$ cat src/verilog/pipeline_pkg.sv
// ####################################################################
// // Shared widths and command codes of the rendering front end.
// // Coordinates are 8 bits unsigned, so a buffer is at most 256 x 256.
// ####################################################################
package pipeline_pkg;

    // ################################################################
    // widths that carry a meaning.
    // ################################################################

    typedef logic [7:0] byte_t;  // one command or status byte.
    typedef logic [7:0] coord_t; // screen coordinate in pixels.
    typedef logic [7:0] color_t; // color index of a pixel.

    // The edge function is a difference of two products of coordinate
    // differences, so 18 signed bits hold every value inside the box.
    typedef logic signed [17:0] edge_t;

    // ################################################################
    // command stream encoding.
    // ################################################################

    // set the drawing color, one operand byte follows.
    localparam byte_t op_set_color = 8'h01;

    // draw a triangle, operands are x0 y0 x1 y1 x2 y2.
    localparam byte_t op_triangle = 8'h02;

    // no operands, answers with its own opcode.
    localparam byte_t op_ping = 8'h03;

    // Known commands reply with their own opcode.
    // Anything else is answered with this code.
    localparam byte_t st_error = 8'hEE;

    // number of operand bytes of a triangle command.
    localparam int tri_operands = 6;

endpackage

$ cat src/verilog/pipeline_head.sv
// ####################################################################
// // Command head. One status byte answers every command.
// // Input stalls while a triangle or a status byte waits to leave.
// ####################################################################
`timescale 1ns/100ps

module pipeline_head (
    input  logic                 clk,
    input  logic                 arst_n,

    input  logic                 cmd_in_valid,
    output logic                 cmd_in_ready,
    input  pipeline_pkg::byte_t  cmd_in_data,

    output logic                 cmd_out_valid,
    input  logic                 cmd_out_ready,
    output pipeline_pkg::byte_t  cmd_out_data,

    output logic                 tri_valid,
    input  logic                 tri_ready,
    output pipeline_pkg::coord_t tri_x0,
    output pipeline_pkg::coord_t tri_y0,
    output pipeline_pkg::coord_t tri_x1,
    output pipeline_pkg::coord_t tri_y1,
    output pipeline_pkg::coord_t tri_x2,
    output pipeline_pkg::coord_t tri_y2,
    output pipeline_pkg::color_t tri_color,

    output logic [3:0]           led
);
    import pipeline_pkg::*;

    typedef enum logic [2:0] {
        H_OPCODE,   // waiting for a command byte.
        H_COLOR,    // waiting for the color operand.
        H_OPERAND,  // collecting the six triangle coordinates.
        H_TRIANGLE, // triangle offered to the rasterizer.
        H_STATUS    // status byte offered on the output.
    } head_state_t;

    head_state_t state;
    coord_t      operand_q [tri_operands];
    logic [2:0]  operand_cnt;
    color_t      color_q;
    byte_t       status_q;
    logic [3:0]  tri_count;
    logic        in_fire;

    assign cmd_in_ready = (state == H_OPCODE) || (state == H_COLOR) || (state == H_OPERAND);
    assign in_fire      = cmd_in_valid && cmd_in_ready;

    assign cmd_out_valid = (state == H_STATUS);
    assign cmd_out_data  = status_q;

    assign tri_valid = (state == H_TRIANGLE);
    assign tri_x0    = operand_q[0];
    assign tri_y0    = operand_q[1];
    assign tri_x1    = operand_q[2];
    assign tri_y1    = operand_q[3];
    assign tri_x2    = operand_q[4];
    assign tri_y2    = operand_q[5];
    assign tri_color = color_q; // stable while the triangle waits, input is stalled.

    assign led = tri_count;

    // ################################################################
    // command parser
    // ################################################################

    always_ff @(posedge clk or negedge arst_n) begin
        if (!arst_n) begin
            state       <= H_OPCODE;
            operand_cnt <= '0;
            color_q     <= '0;
            tri_count   <= '0;
        end else begin
            case (state)
                H_OPCODE: begin
                    if (in_fire) begin
                        operand_cnt <= '0;
                        case (cmd_in_data)
                            op_set_color: state <= H_COLOR;
                            op_triangle:  state <= H_OPERAND;
                            default:      state <= H_STATUS; // ping and unknown codes.
                        endcase
                    end
                end
                H_COLOR: begin
                    if (in_fire) begin
                        color_q <= cmd_in_data;
                        state   <= H_STATUS;
                    end
                end
                H_OPERAND: begin
                    if (in_fire) begin
                        if (operand_cnt == 3'(tri_operands - 1)) begin
                            state <= H_TRIANGLE;
                        end else begin
                            operand_cnt <= operand_cnt + 3'd1;
                        end
                    end
                end
                H_TRIANGLE: begin
                    if (tri_ready) begin
                        tri_count <= tri_count + 4'd1; // wraps, led shows the low bits.
                        state     <= H_STATUS;
                    end
                end
                H_STATUS: begin
                    if (cmd_out_ready) state <= H_OPCODE;
                end
                default: state <= H_OPCODE;
            endcase
        end
    end

    // operand and status payload.
    always_ff @(posedge clk) begin
        if (state == H_OPERAND && in_fire) begin
            operand_q[operand_cnt] <= cmd_in_data;
        end
        if (state == H_OPCODE && in_fire) begin
            case (cmd_in_data)
                op_ping, op_set_color, op_triangle: status_q <= cmd_in_data; // sent once the command ends.
                default: status_q <= st_error;
            endcase
        end
    end

    // ################################################################
    // handshake checks
    // ################################################################

    tri_hold_a: assert property (@(posedge clk) disable iff (!arst_n)
        tri_valid && !tri_ready |=> tri_valid && $stable({tri_x0, tri_y0, tri_x1, tri_y1,
                                                          tri_x2, tri_y2, tri_color}))
        else $error("triangle changed before the rasterizer took it.");

    status_hold_a: assert property (@(posedge clk) disable iff (!arst_n)
        cmd_out_valid && !cmd_out_ready |=> cmd_out_valid && $stable(cmd_out_data))
        else $error("status byte changed before it was taken.");

endmodule

$ cat src/verilog/pipeline_raster.sv
// ####################################################################
// // Bounding box rasterizer. One box point is tested per cycle.
// // Either winding is drawn and zero area triangles draw nothing.
// ####################################################################
`timescale 1ns/100ps

module pipeline_raster #(
    parameter int BUFFER_WIDTH  = 160,
    parameter int BUFFER_HEIGHT = 120
) (
    input  logic                 clk,
    input  logic                 arst_n,

    input  logic                 tri_valid,
    output logic                 tri_ready,
    input  pipeline_pkg::coord_t tri_x0,
    input  pipeline_pkg::coord_t tri_y0,
    input  pipeline_pkg::coord_t tri_x1,
    input  pipeline_pkg::coord_t tri_y1,
    input  pipeline_pkg::coord_t tri_x2,
    input  pipeline_pkg::coord_t tri_y2,
    input  pipeline_pkg::color_t tri_color,

    output logic                 pixel_m_valid,
    input  logic                 pixel_m_ready,
    output pipeline_pkg::color_t pixel_m_data,
    output pipeline_pkg::coord_t pixel_m_x,
    output pipeline_pkg::coord_t pixel_m_y,
    output logic                 pixel_m_last
);
    import pipeline_pkg::*;

    typedef enum logic [1:0] {R_IDLE, R_SCAN, R_FLUSH} raster_state_t;

    localparam coord_t x_limit = coord_t'(BUFFER_WIDTH - 1);
    localparam coord_t y_limit = coord_t'(BUFFER_HEIGHT - 1);

    function automatic edge_t diff(input coord_t a, input coord_t b);
        return edge_t'({10'b0, a}) - edge_t'({10'b0, b});
    endfunction

    // edge from (xa, ya) to (xb, yb), evaluated at (px, py).
    function automatic edge_t edge_at(input coord_t xa, input coord_t ya, input coord_t xb,
                                      input coord_t yb, input coord_t px, input coord_t py);
        return diff(px, xa) * diff(yb, ya) - diff(py, ya) * diff(xb, xa);
    endfunction

    function automatic coord_t min3(input coord_t a, input coord_t b, input coord_t c);
        coord_t m;
        m = (a < b) ? a : b;
        return (m < c) ? m : c;
    endfunction

    function automatic coord_t max3(input coord_t a, input coord_t b, input coord_t c);
        coord_t m;
        m = (a > b) ? a : b;
        return (m > c) ? m : c;
    endfunction

    raster_state_t state;
    coord_t bx_min, by_min, bx_max, by_max, bx_raw, by_raw;
    edge_t  init_e [3], init_sx [3], init_sy [3];
    coord_t cur_x, cur_y, x_min, x_max, y_max, hold_x, hold_y;
    edge_t  e_q [3], row_q [3], step_x [3], step_y [3];
    color_t color_q;
    logic   hold_valid, covered, out_free, step, emit, row_end, skip;

    // ################################################################
    // setup at acceptance
    // ################################################################

    always_comb begin
        bx_min = min3(tri_x0, tri_x1, tri_x2);
        by_min = min3(tri_y0, tri_y1, tri_y2);
        bx_raw = max3(tri_x0, tri_x1, tri_x2);
        by_raw = max3(tri_y0, tri_y1, tri_y2);
        bx_max = (bx_raw > x_limit) ? x_limit : bx_raw; // clip to the buffer.
        by_max = (by_raw > y_limit) ? y_limit : by_raw;
        init_e[0]  = edge_at(tri_x0, tri_y0, tri_x1, tri_y1, bx_min, by_min);
        init_e[1]  = edge_at(tri_x1, tri_y1, tri_x2, tri_y2, bx_min, by_min);
        init_e[2]  = edge_at(tri_x2, tri_y2, tri_x0, tri_y0, bx_min, by_min);
        init_sx[0] = diff(tri_y1, tri_y0);
        init_sx[1] = diff(tri_y2, tri_y1);
        init_sx[2] = diff(tri_y0, tri_y2);
        init_sy[0] = diff(tri_x0, tri_x1);
        init_sy[1] = diff(tri_x1, tri_x2);
        init_sy[2] = diff(tri_x2, tri_x0);
    end

    // nothing to draw when the box lies off the buffer or the area is zero.
    assign skip = (bx_min > x_limit) || (by_min > y_limit) ||
                  (edge_at(tri_x0, tri_y0, tri_x1, tri_y1, tri_x2, tri_y2) == '0);

    assign tri_ready = (state == R_IDLE);
    assign covered   = (e_q[0] >= 0 && e_q[1] >= 0 && e_q[2] >= 0) ||
                       (e_q[0] <= 0 && e_q[1] <= 0 && e_q[2] <= 0);
    assign out_free  = !pixel_m_valid || pixel_m_ready;
    assign row_end   = (cur_x == x_max);
    // a covered point waits only when the held pixel cannot move out.
    assign step = (state == R_SCAN) && !(covered && hold_valid && !out_free);
    assign emit = hold_valid && out_free && ((state == R_SCAN && covered) || state == R_FLUSH);

    // ################################################################
    // scan control
    // ################################################################

    always_ff @(posedge clk or negedge arst_n) begin
        if (!arst_n) begin
            state         <= R_IDLE;
            hold_valid    <= 1'b0;
            pixel_m_valid <= 1'b0;
        end else begin
            if (emit) pixel_m_valid <= 1'b1;
            else if (pixel_m_ready) pixel_m_valid <= 1'b0;
            case (state)
                R_IDLE: if (tri_valid && !skip) state <= R_SCAN;
                R_SCAN: begin
                    if (step && covered) hold_valid <= 1'b1;
                    if (step && row_end && cur_y == y_max) state <= R_FLUSH;
                end
                R_FLUSH: begin
                    if (!hold_valid || emit) begin // last pixel leaves with its flag.
                        hold_valid <= 1'b0;
                        state      <= R_IDLE;
                    end
                end
                default: state <= R_IDLE;
            endcase
        end
    end

    always_ff @(posedge clk) begin
        if (state == R_IDLE && tri_valid) begin
            cur_x   <= bx_min;
            cur_y   <= by_min;
            x_min   <= bx_min;
            x_max   <= bx_max;
            y_max   <= by_max;
            color_q <= tri_color;
            for (int i = 0; i < 3; i++) begin
                e_q[i]    <= init_e[i];
                row_q[i]  <= init_e[i];
                step_x[i] <= init_sx[i];
                step_y[i] <= init_sy[i];
            end
        end else if (step) begin
            if (row_end) begin
                cur_x <= x_min;
                cur_y <= cur_y + 8'd1;
                for (int i = 0; i < 3; i++) begin
                    row_q[i] <= row_q[i] + step_y[i];
                    e_q[i]   <= row_q[i] + step_y[i];
                end
            end else begin
                cur_x <= cur_x + 8'd1;
                for (int i = 0; i < 3; i++) e_q[i] <= e_q[i] + step_x[i];
            end
        end
        if (step && covered) begin
            hold_x <= cur_x;
            hold_y <= cur_y;
        end
        if (emit) begin
            pixel_m_x    <= hold_x;
            pixel_m_y    <= hold_y;
            pixel_m_data <= color_q;
            pixel_m_last <= (state == R_FLUSH);
        end
    end

    out_hold_a: assert property (@(posedge clk) disable iff (!arst_n)
        pixel_m_valid && !pixel_m_ready |=> pixel_m_valid &&
            $stable({pixel_m_x, pixel_m_y, pixel_m_data, pixel_m_last}))
        else $error("pixel beat changed under back-pressure.");

    in_buffer_a: assert property (@(posedge clk) disable iff (!arst_n)
        pixel_m_valid |-> (pixel_m_x <= x_limit) && (pixel_m_y <= y_limit))
        else $error("pixel lies outside the buffer.");

endmodule

$ cat src/verilog/pipeline.sv
// ####################################################################
// // Front of the render pipeline. Head feeds the rasterizer.
// // Framebuffer and display output are not part of this block.
// ####################################################################
`timescale 1ns/100ps

module pipeline #(
    parameter int BUFFER_WIDTH  = 160,
    parameter int BUFFER_HEIGHT = 120
) (
    input  logic                 clk,
    input  logic                 arst_n,

    input  logic                 cmd_in_valid,
    output logic                 cmd_in_ready,
    input  pipeline_pkg::byte_t  cmd_in_data,

    output logic                 cmd_out_valid,
    input  logic                 cmd_out_ready,
    output pipeline_pkg::byte_t  cmd_out_data,

    output logic                 pixel_m_valid,
    input  logic                 pixel_m_ready,
    output pipeline_pkg::color_t pixel_m_data,
    output pipeline_pkg::coord_t pixel_m_x,
    output pipeline_pkg::coord_t pixel_m_y,
    output logic                 pixel_m_last,

    output logic [3:0]           led
);
    import pipeline_pkg::*;

    // triangle channel from head to rasterizer.
    wire logic   tri_valid;
    wire logic   tri_ready;
    wire coord_t tri_x0, tri_y0, tri_x1, tri_y1, tri_x2, tri_y2;
    wire color_t tri_color;

    pipeline_head pipeline_head_inst (
        .clk(clk),
        .arst_n(arst_n),
        .cmd_in_valid(cmd_in_valid),
        .cmd_in_ready(cmd_in_ready),
        .cmd_in_data(cmd_in_data),
        .cmd_out_valid(cmd_out_valid),
        .cmd_out_ready(cmd_out_ready),
        .cmd_out_data(cmd_out_data),
        .tri_valid(tri_valid),
        .tri_ready(tri_ready),
        .tri_x0(tri_x0), .tri_y0(tri_y0),
        .tri_x1(tri_x1), .tri_y1(tri_y1),
        .tri_x2(tri_x2), .tri_y2(tri_y2),
        .tri_color(tri_color),
        .led(led)
    );

    pipeline_raster #(
        .BUFFER_WIDTH(BUFFER_WIDTH),
        .BUFFER_HEIGHT(BUFFER_HEIGHT)
    ) pipeline_raster_inst (
        .clk(clk),
        .arst_n(arst_n),
        .tri_valid(tri_valid),
        .tri_ready(tri_ready),
        .tri_x0(tri_x0), .tri_y0(tri_y0),
        .tri_x1(tri_x1), .tri_y1(tri_y1),
        .tri_x2(tri_x2), .tri_y2(tri_y2),
        .tri_color(tri_color),
        .pixel_m_valid(pixel_m_valid), // pixels leave the block directly.
        .pixel_m_ready(pixel_m_ready),
        .pixel_m_data(pixel_m_data),
        .pixel_m_x(pixel_m_x),
        .pixel_m_y(pixel_m_y),
        .pixel_m_last(pixel_m_last)
    );

endmodule

$ cat config.mk
export PLATFORM = sky130hd
export DESIGN_NAME = pipeline
export DESIGN_NICKNAME = d
export VERILOG_FILES = /design/src/verilog/pipeline_pkg.sv /design/src/verilog/pipeline_head.sv /design/src/verilog/pipeline_raster.sv /design/src/verilog/pipeline.sv
export SDC_FILE = /design/constraint.sdc
export NUM_CORES = 2
export LEC_CHECK = 0
export ABC_AREA = 0
export BUFFER_PORTS_ARGS = -buffer_cell sky130_fd_sc_hd__clkbuf_2
export CAP_MARGIN = 20
export CORE_MARGIN = 8
export CORE_UTILIZATION = 27
export CTS_CLUSTER_DIAMETER = 150
export DETAILED_ROUTE_END_ITERATION = 12
export SLEW_MARGIN = 5
export SYNTH_ARGS = -nofsm -noshare
export SYNTH_HDL_FRONTEND = slang
export SYNTH_SLANG_ARGS = --single-unit
$ cat constraint.sdc
create_clock -name clk -period 12.17 [get_ports clk]
set_clock_uncertainty 0.2 [all_clocks]
set_input_delay 2.434 -clock clk [delete_from_list [all_inputs] [get_ports clk]]
set_output_delay 2.434 -clock clk [all_outputs]
set_load 0.01 [all_outputs]
==> summary.md <==
| Metric | Value |
|---|---|
| Status | completed |
| Initial antenna violation count | 4 |
| Die height | ~440 um |
| Fin Hold WS | between 0.2 and 0.25 ns |
| Post-route setup TNS | 0 ns |
| Commonest non-fill, non-tap cell in the layout | inv_1 |
| Cell Area, Synth | between 0.04 and 0.05 sq mm |
| Worst r2r dst | pipeline_raster_inst.e_q[0][17] |
| WP data required | 12.30 ns |
| Worst-path clk slew | roughly 0.06 ns |
| Root Buffer | clkbuf_16 |
| CP Launch Type | flop |
| Highest Signal Layer | met4 |
| Slew Limit Fails | 0 |
| Power Total | about 6.7 mW |
| Worst path max stage delay | approximately 0.57 ns |
| Most frequent cells in the layout | inv_1 (808), fa_1 (705), ha_1 (560), nor2_1 (527), nand2_1 (374) |
| Die W | around 440 um |
| Crit path DAT | 11.82 ns |
| P&R area growth vs syn | 11.5% |
| Area of placed instances | about 0.053 sq mm |
| First-pass GRT wire length | around 230 mm |
| Total wire length | 149 mm |
| GPL Wtd Cong | 0.981 |
| WL/cell | around 20 um |
| Clock Sinks | between 300 and 400 |
| Relative slew margins | around 22% |
| CP most frequent cell | fa_1 |
| Largest family of logic cells by synthesized area | adder cells |
| Met2 Wirelength | between 60 and 70 mm |
| GRT Overall Usage | between 10 and 15% |
| Final setup vio count | 0 |
| Initial core utilization | 27.0% |
| Max_cap viols | 0 |
| Yosys reg bits | around 330 |
| M1 WL | 64.2 mm |
| Total CTS buffers | 43 |
| Share of cells above drive strength 1 | 8.41% |
| Synth Area in Simple Gates | between 10% and 20% |
| DP HPWL | ~120 mm |
| Design Area, Final | between 0.05 and 0.06 sq mm |
| Netlist cell types | between 90 and 100 |
| Register area share after synthesis | between 10% and 20% |
| FF-to-FF Start | pipeline_head_inst.operand_q[2][4] |
| Port Buffers | 52 |
| CP startpoint | pipeline_head_inst.operand_q[2][4] |
| Clk buf depth | 3 |
| Grt ovf | 0 |
| Die area | around 0.20 sq mm |
| Reg2Reg Setup Slack | 0.48 ns |
| Mux cell area share after synthesis | ~1.9% |
| # DRC | 0 |
| Largest net degree at the start of global routing | 67 |
| Setup crit end kind | flop |
| DRT Pass-1 Iters | 6 |
| PwrDens | 122 mW/mm^2 |
| Met3 Wirelength | 9.18 mm |
| Mean Syn Cell Area | 9.87 sq um |
| Core area | 0.182 sq mm |
| Clk_lat worst skew | approximately 0.63 ns |
| Slowest cell on crit path | fa_1 |
| Worst vdd ir | ~0.21 mV |
| Mean number of vias per cell | roughly 4.8 |
| Period utilization | 96.1% |
| Worst Reg-to-Reg Cells | between 40 and 50 |
| XOR/XNOR Fraction of Synth Area | under 10% |
| EDFF count, synth | roughly 310 |
| Fmax | approximately 86 MHz |
| Adder-cell area share of the yosys netlist | roughly 43% |
| Crit-path max FO | 13 |
| Nets | approximately 6.4k |
| Post-synth top area share | between 20 and 30% |
| Vias in the first global route | 37.9k |
| CTS tree | built |
| Synth Instances | 4991 |
| Iter 0 DRT Violations | 2597 |
| Post-synthesis compound-gate area fraction | around a tenth |
| Ys flop type | edfxtp_1 |
| Cell type with the largest total area after synthesis | fa_1 |
| Hold Fails Final Rpt | 0 |
| Top Ports | 53 |
| Hold Path Class | flop to flop |
| Synth Warn # | 0 |
| Via count | approximately 36k |
| Antenna viol nets, final | 0 |
| Setup CP Type | flop to flop |
| Largest cells by area after synthesis | fa_1 (29%), edfxtp_1 (19%), ha_1 (14%) |
| Leakage | between 20 and 25 nW |
| Max H-tree Level | 2 |
| CP Capture Point | pipeline_raster_inst.e_q[0][17] |
| Slew @ Worst Pin | 1.16 ns |
| Async SR Flop Fraction | ~6.7% |
| Min cycle time layout | 11.69 ns |
| Num rows | between 150 and 200 |
[cell usage after synthesis, types with 8 or more instances]
library cell and n:
mux2i_1 28, ha_1 565, nand2_1 377, o31a_1 8
a22oi_1 8, a21o_1 124, mux2_2 58, nand3b_1 9
nand4_1 22, nor4_1 14, a21boi_0 8, nor3_1 43
or3_1 20, nor3b_1 9, nand2b_1 76, edfxtp_1 307
o21bai_1 30, a211oi_1 23, or2_2 24, o21a_1 30
xor2_1 124, and2_1 28, a211o_1 9, nand3_1 46
fa_1 706, xnor2_1 247, o21ai_1 8, clkbuf_1 58
buf_2 21, o211ai_1 13, dfrtp_1 22, nor2_1 532
inv_1 812, o21ai_2 18, a31oi_1 20, o31ai_1 12
a21oi_1 169, o21ai_0 173, and3_1 13, nor2b_1 61
[registers in the layout (all words and copies together), names as in the netlist, 2 cells and up]
name,cells
pipeline_raster_inst.e_q,54
pipeline_raster_inst.row_q,54
pipeline_head_inst.operand_q,48
pipeline_raster_inst.step_x,27
pipeline_raster_inst.step_y,27
pipeline_head_inst.cmd_out_data,8
pipeline_head_inst.tri_color,8
pipeline_raster_inst.color_q,8
pipeline_raster_inst.cur_x,8
pipeline_raster_inst.cur_y,8
pipeline_raster_inst.hold_x,8
pipeline_raster_inst.hold_y,8
pipeline_raster_inst.pixel_m_data,8
pipeline_raster_inst.pixel_m_x,8
pipeline_raster_inst.pixel_m_y,8
pipeline_raster_inst.x_max,8
pipeline_raster_inst.x_min,8
pipeline_raster_inst.y_max,8
pipeline_head_inst.led,4
pipeline_head_inst.operand_cnt,3
pipeline_head_inst.state,3
pipeline_raster_inst.state,2
[cells by family after synthesis]
group,count (synthesis)
and+or+nand+nor,1293
xor gates and xnor gates,373
other,1
muxes,86
adders and majority gates,1271
AOI/OAI and AO/OA,727
buffers and inverters,911
DFF,329
[worst min-delay path by stage]
stage	cells past startpoint	end	slack, ns	from
after global placement	0	pipeline_raster_inst.pixel_m_y[5]	0.20	pipeline_raster_inst.hold_y[5]
final	0	pipeline_raster_inst.pixel_m_y[1]	0.22	pipeline_raster_inst.hold_y[1]
after detailed placement	0	pipeline_raster_inst.pixel_m_y[1]	0.20	pipeline_raster_inst.hold_y[1]
after floorplan	0	pipeline_raster_inst.pixel_m_data[0]	0.20	pipeline_raster_inst.color_q[0]
after global routing	0	pipeline_raster_inst.pixel_m_y[4]	0.24	pipeline_raster_inst.hold_y[4]
after CTS	0	pipeline_raster_inst.pixel_m_y[1]	0.21	pipeline_raster_inst.hold_y[1]
[power breakdown]
group | total [mW] | switching, mW | internal (mW)
Combinational | 3.82 | 2.15 | 1.67
Clock | 1.35 | 0.574 | 0.774
Sequential | 1.55 | 0.0205 | 1.53
Total | 6.71 | 2.74 | 3.97
[metal layers]
metal  vias up  GRT usage [%]
li1      16600              -
met1     18200           19.4
met3       331           2.37
met2      1100           24.7
met5         -              0
met4         0           5.52
[final cells by class]
type | instances | area [sq um]
multi-input combinational | 3752 | 36300
sequential | 329 | 9770
antenna | 2 | 5.00
tap | 2385 | 2980
fill | 19000 | 127000
clock inverter | 29 | 352
clock buffer | 50 | 1110
timing repair buffer | 195 | 1370
inverter | 819 | 3080
[timing repair]
action	4_1_cts	5_1_grt
buffers inserted	0	7
hold buffers	0	0
resized for setup	0	46
endpoints found under the hold margin	0	0
setup endpoints to repair	0	24
[stage by stage]
stage | util, % | instances | worst slack (ns)
floorplan | - | 4992 | 0.542
global placement | 29.1 | 7464 | 0.305
detailed placement | 29.2 | 7468 | 0.144
CTS | 30.0 | 7547 | 0.107
global route | 30.1 | 7559 | -0.00225
finish | 30.1 | 7561 | 0.476
[critical path: cells and delay by family (launching register included)]
| family | cells | cell delay (ns) |
|---|---|---|
| compound gates | 15 | 2.79 |
| xor+xnor | 1 | 0.17 |
| fa+ha+maj | 11 | 4.56 |
| buf+inv | 7 | 0.83 |
| flops | 1 | 0.42 |
| mux | 2 | 0.49 |
| simple gates | 9 | 1.91 |
(Power assumes the default switching activity.)
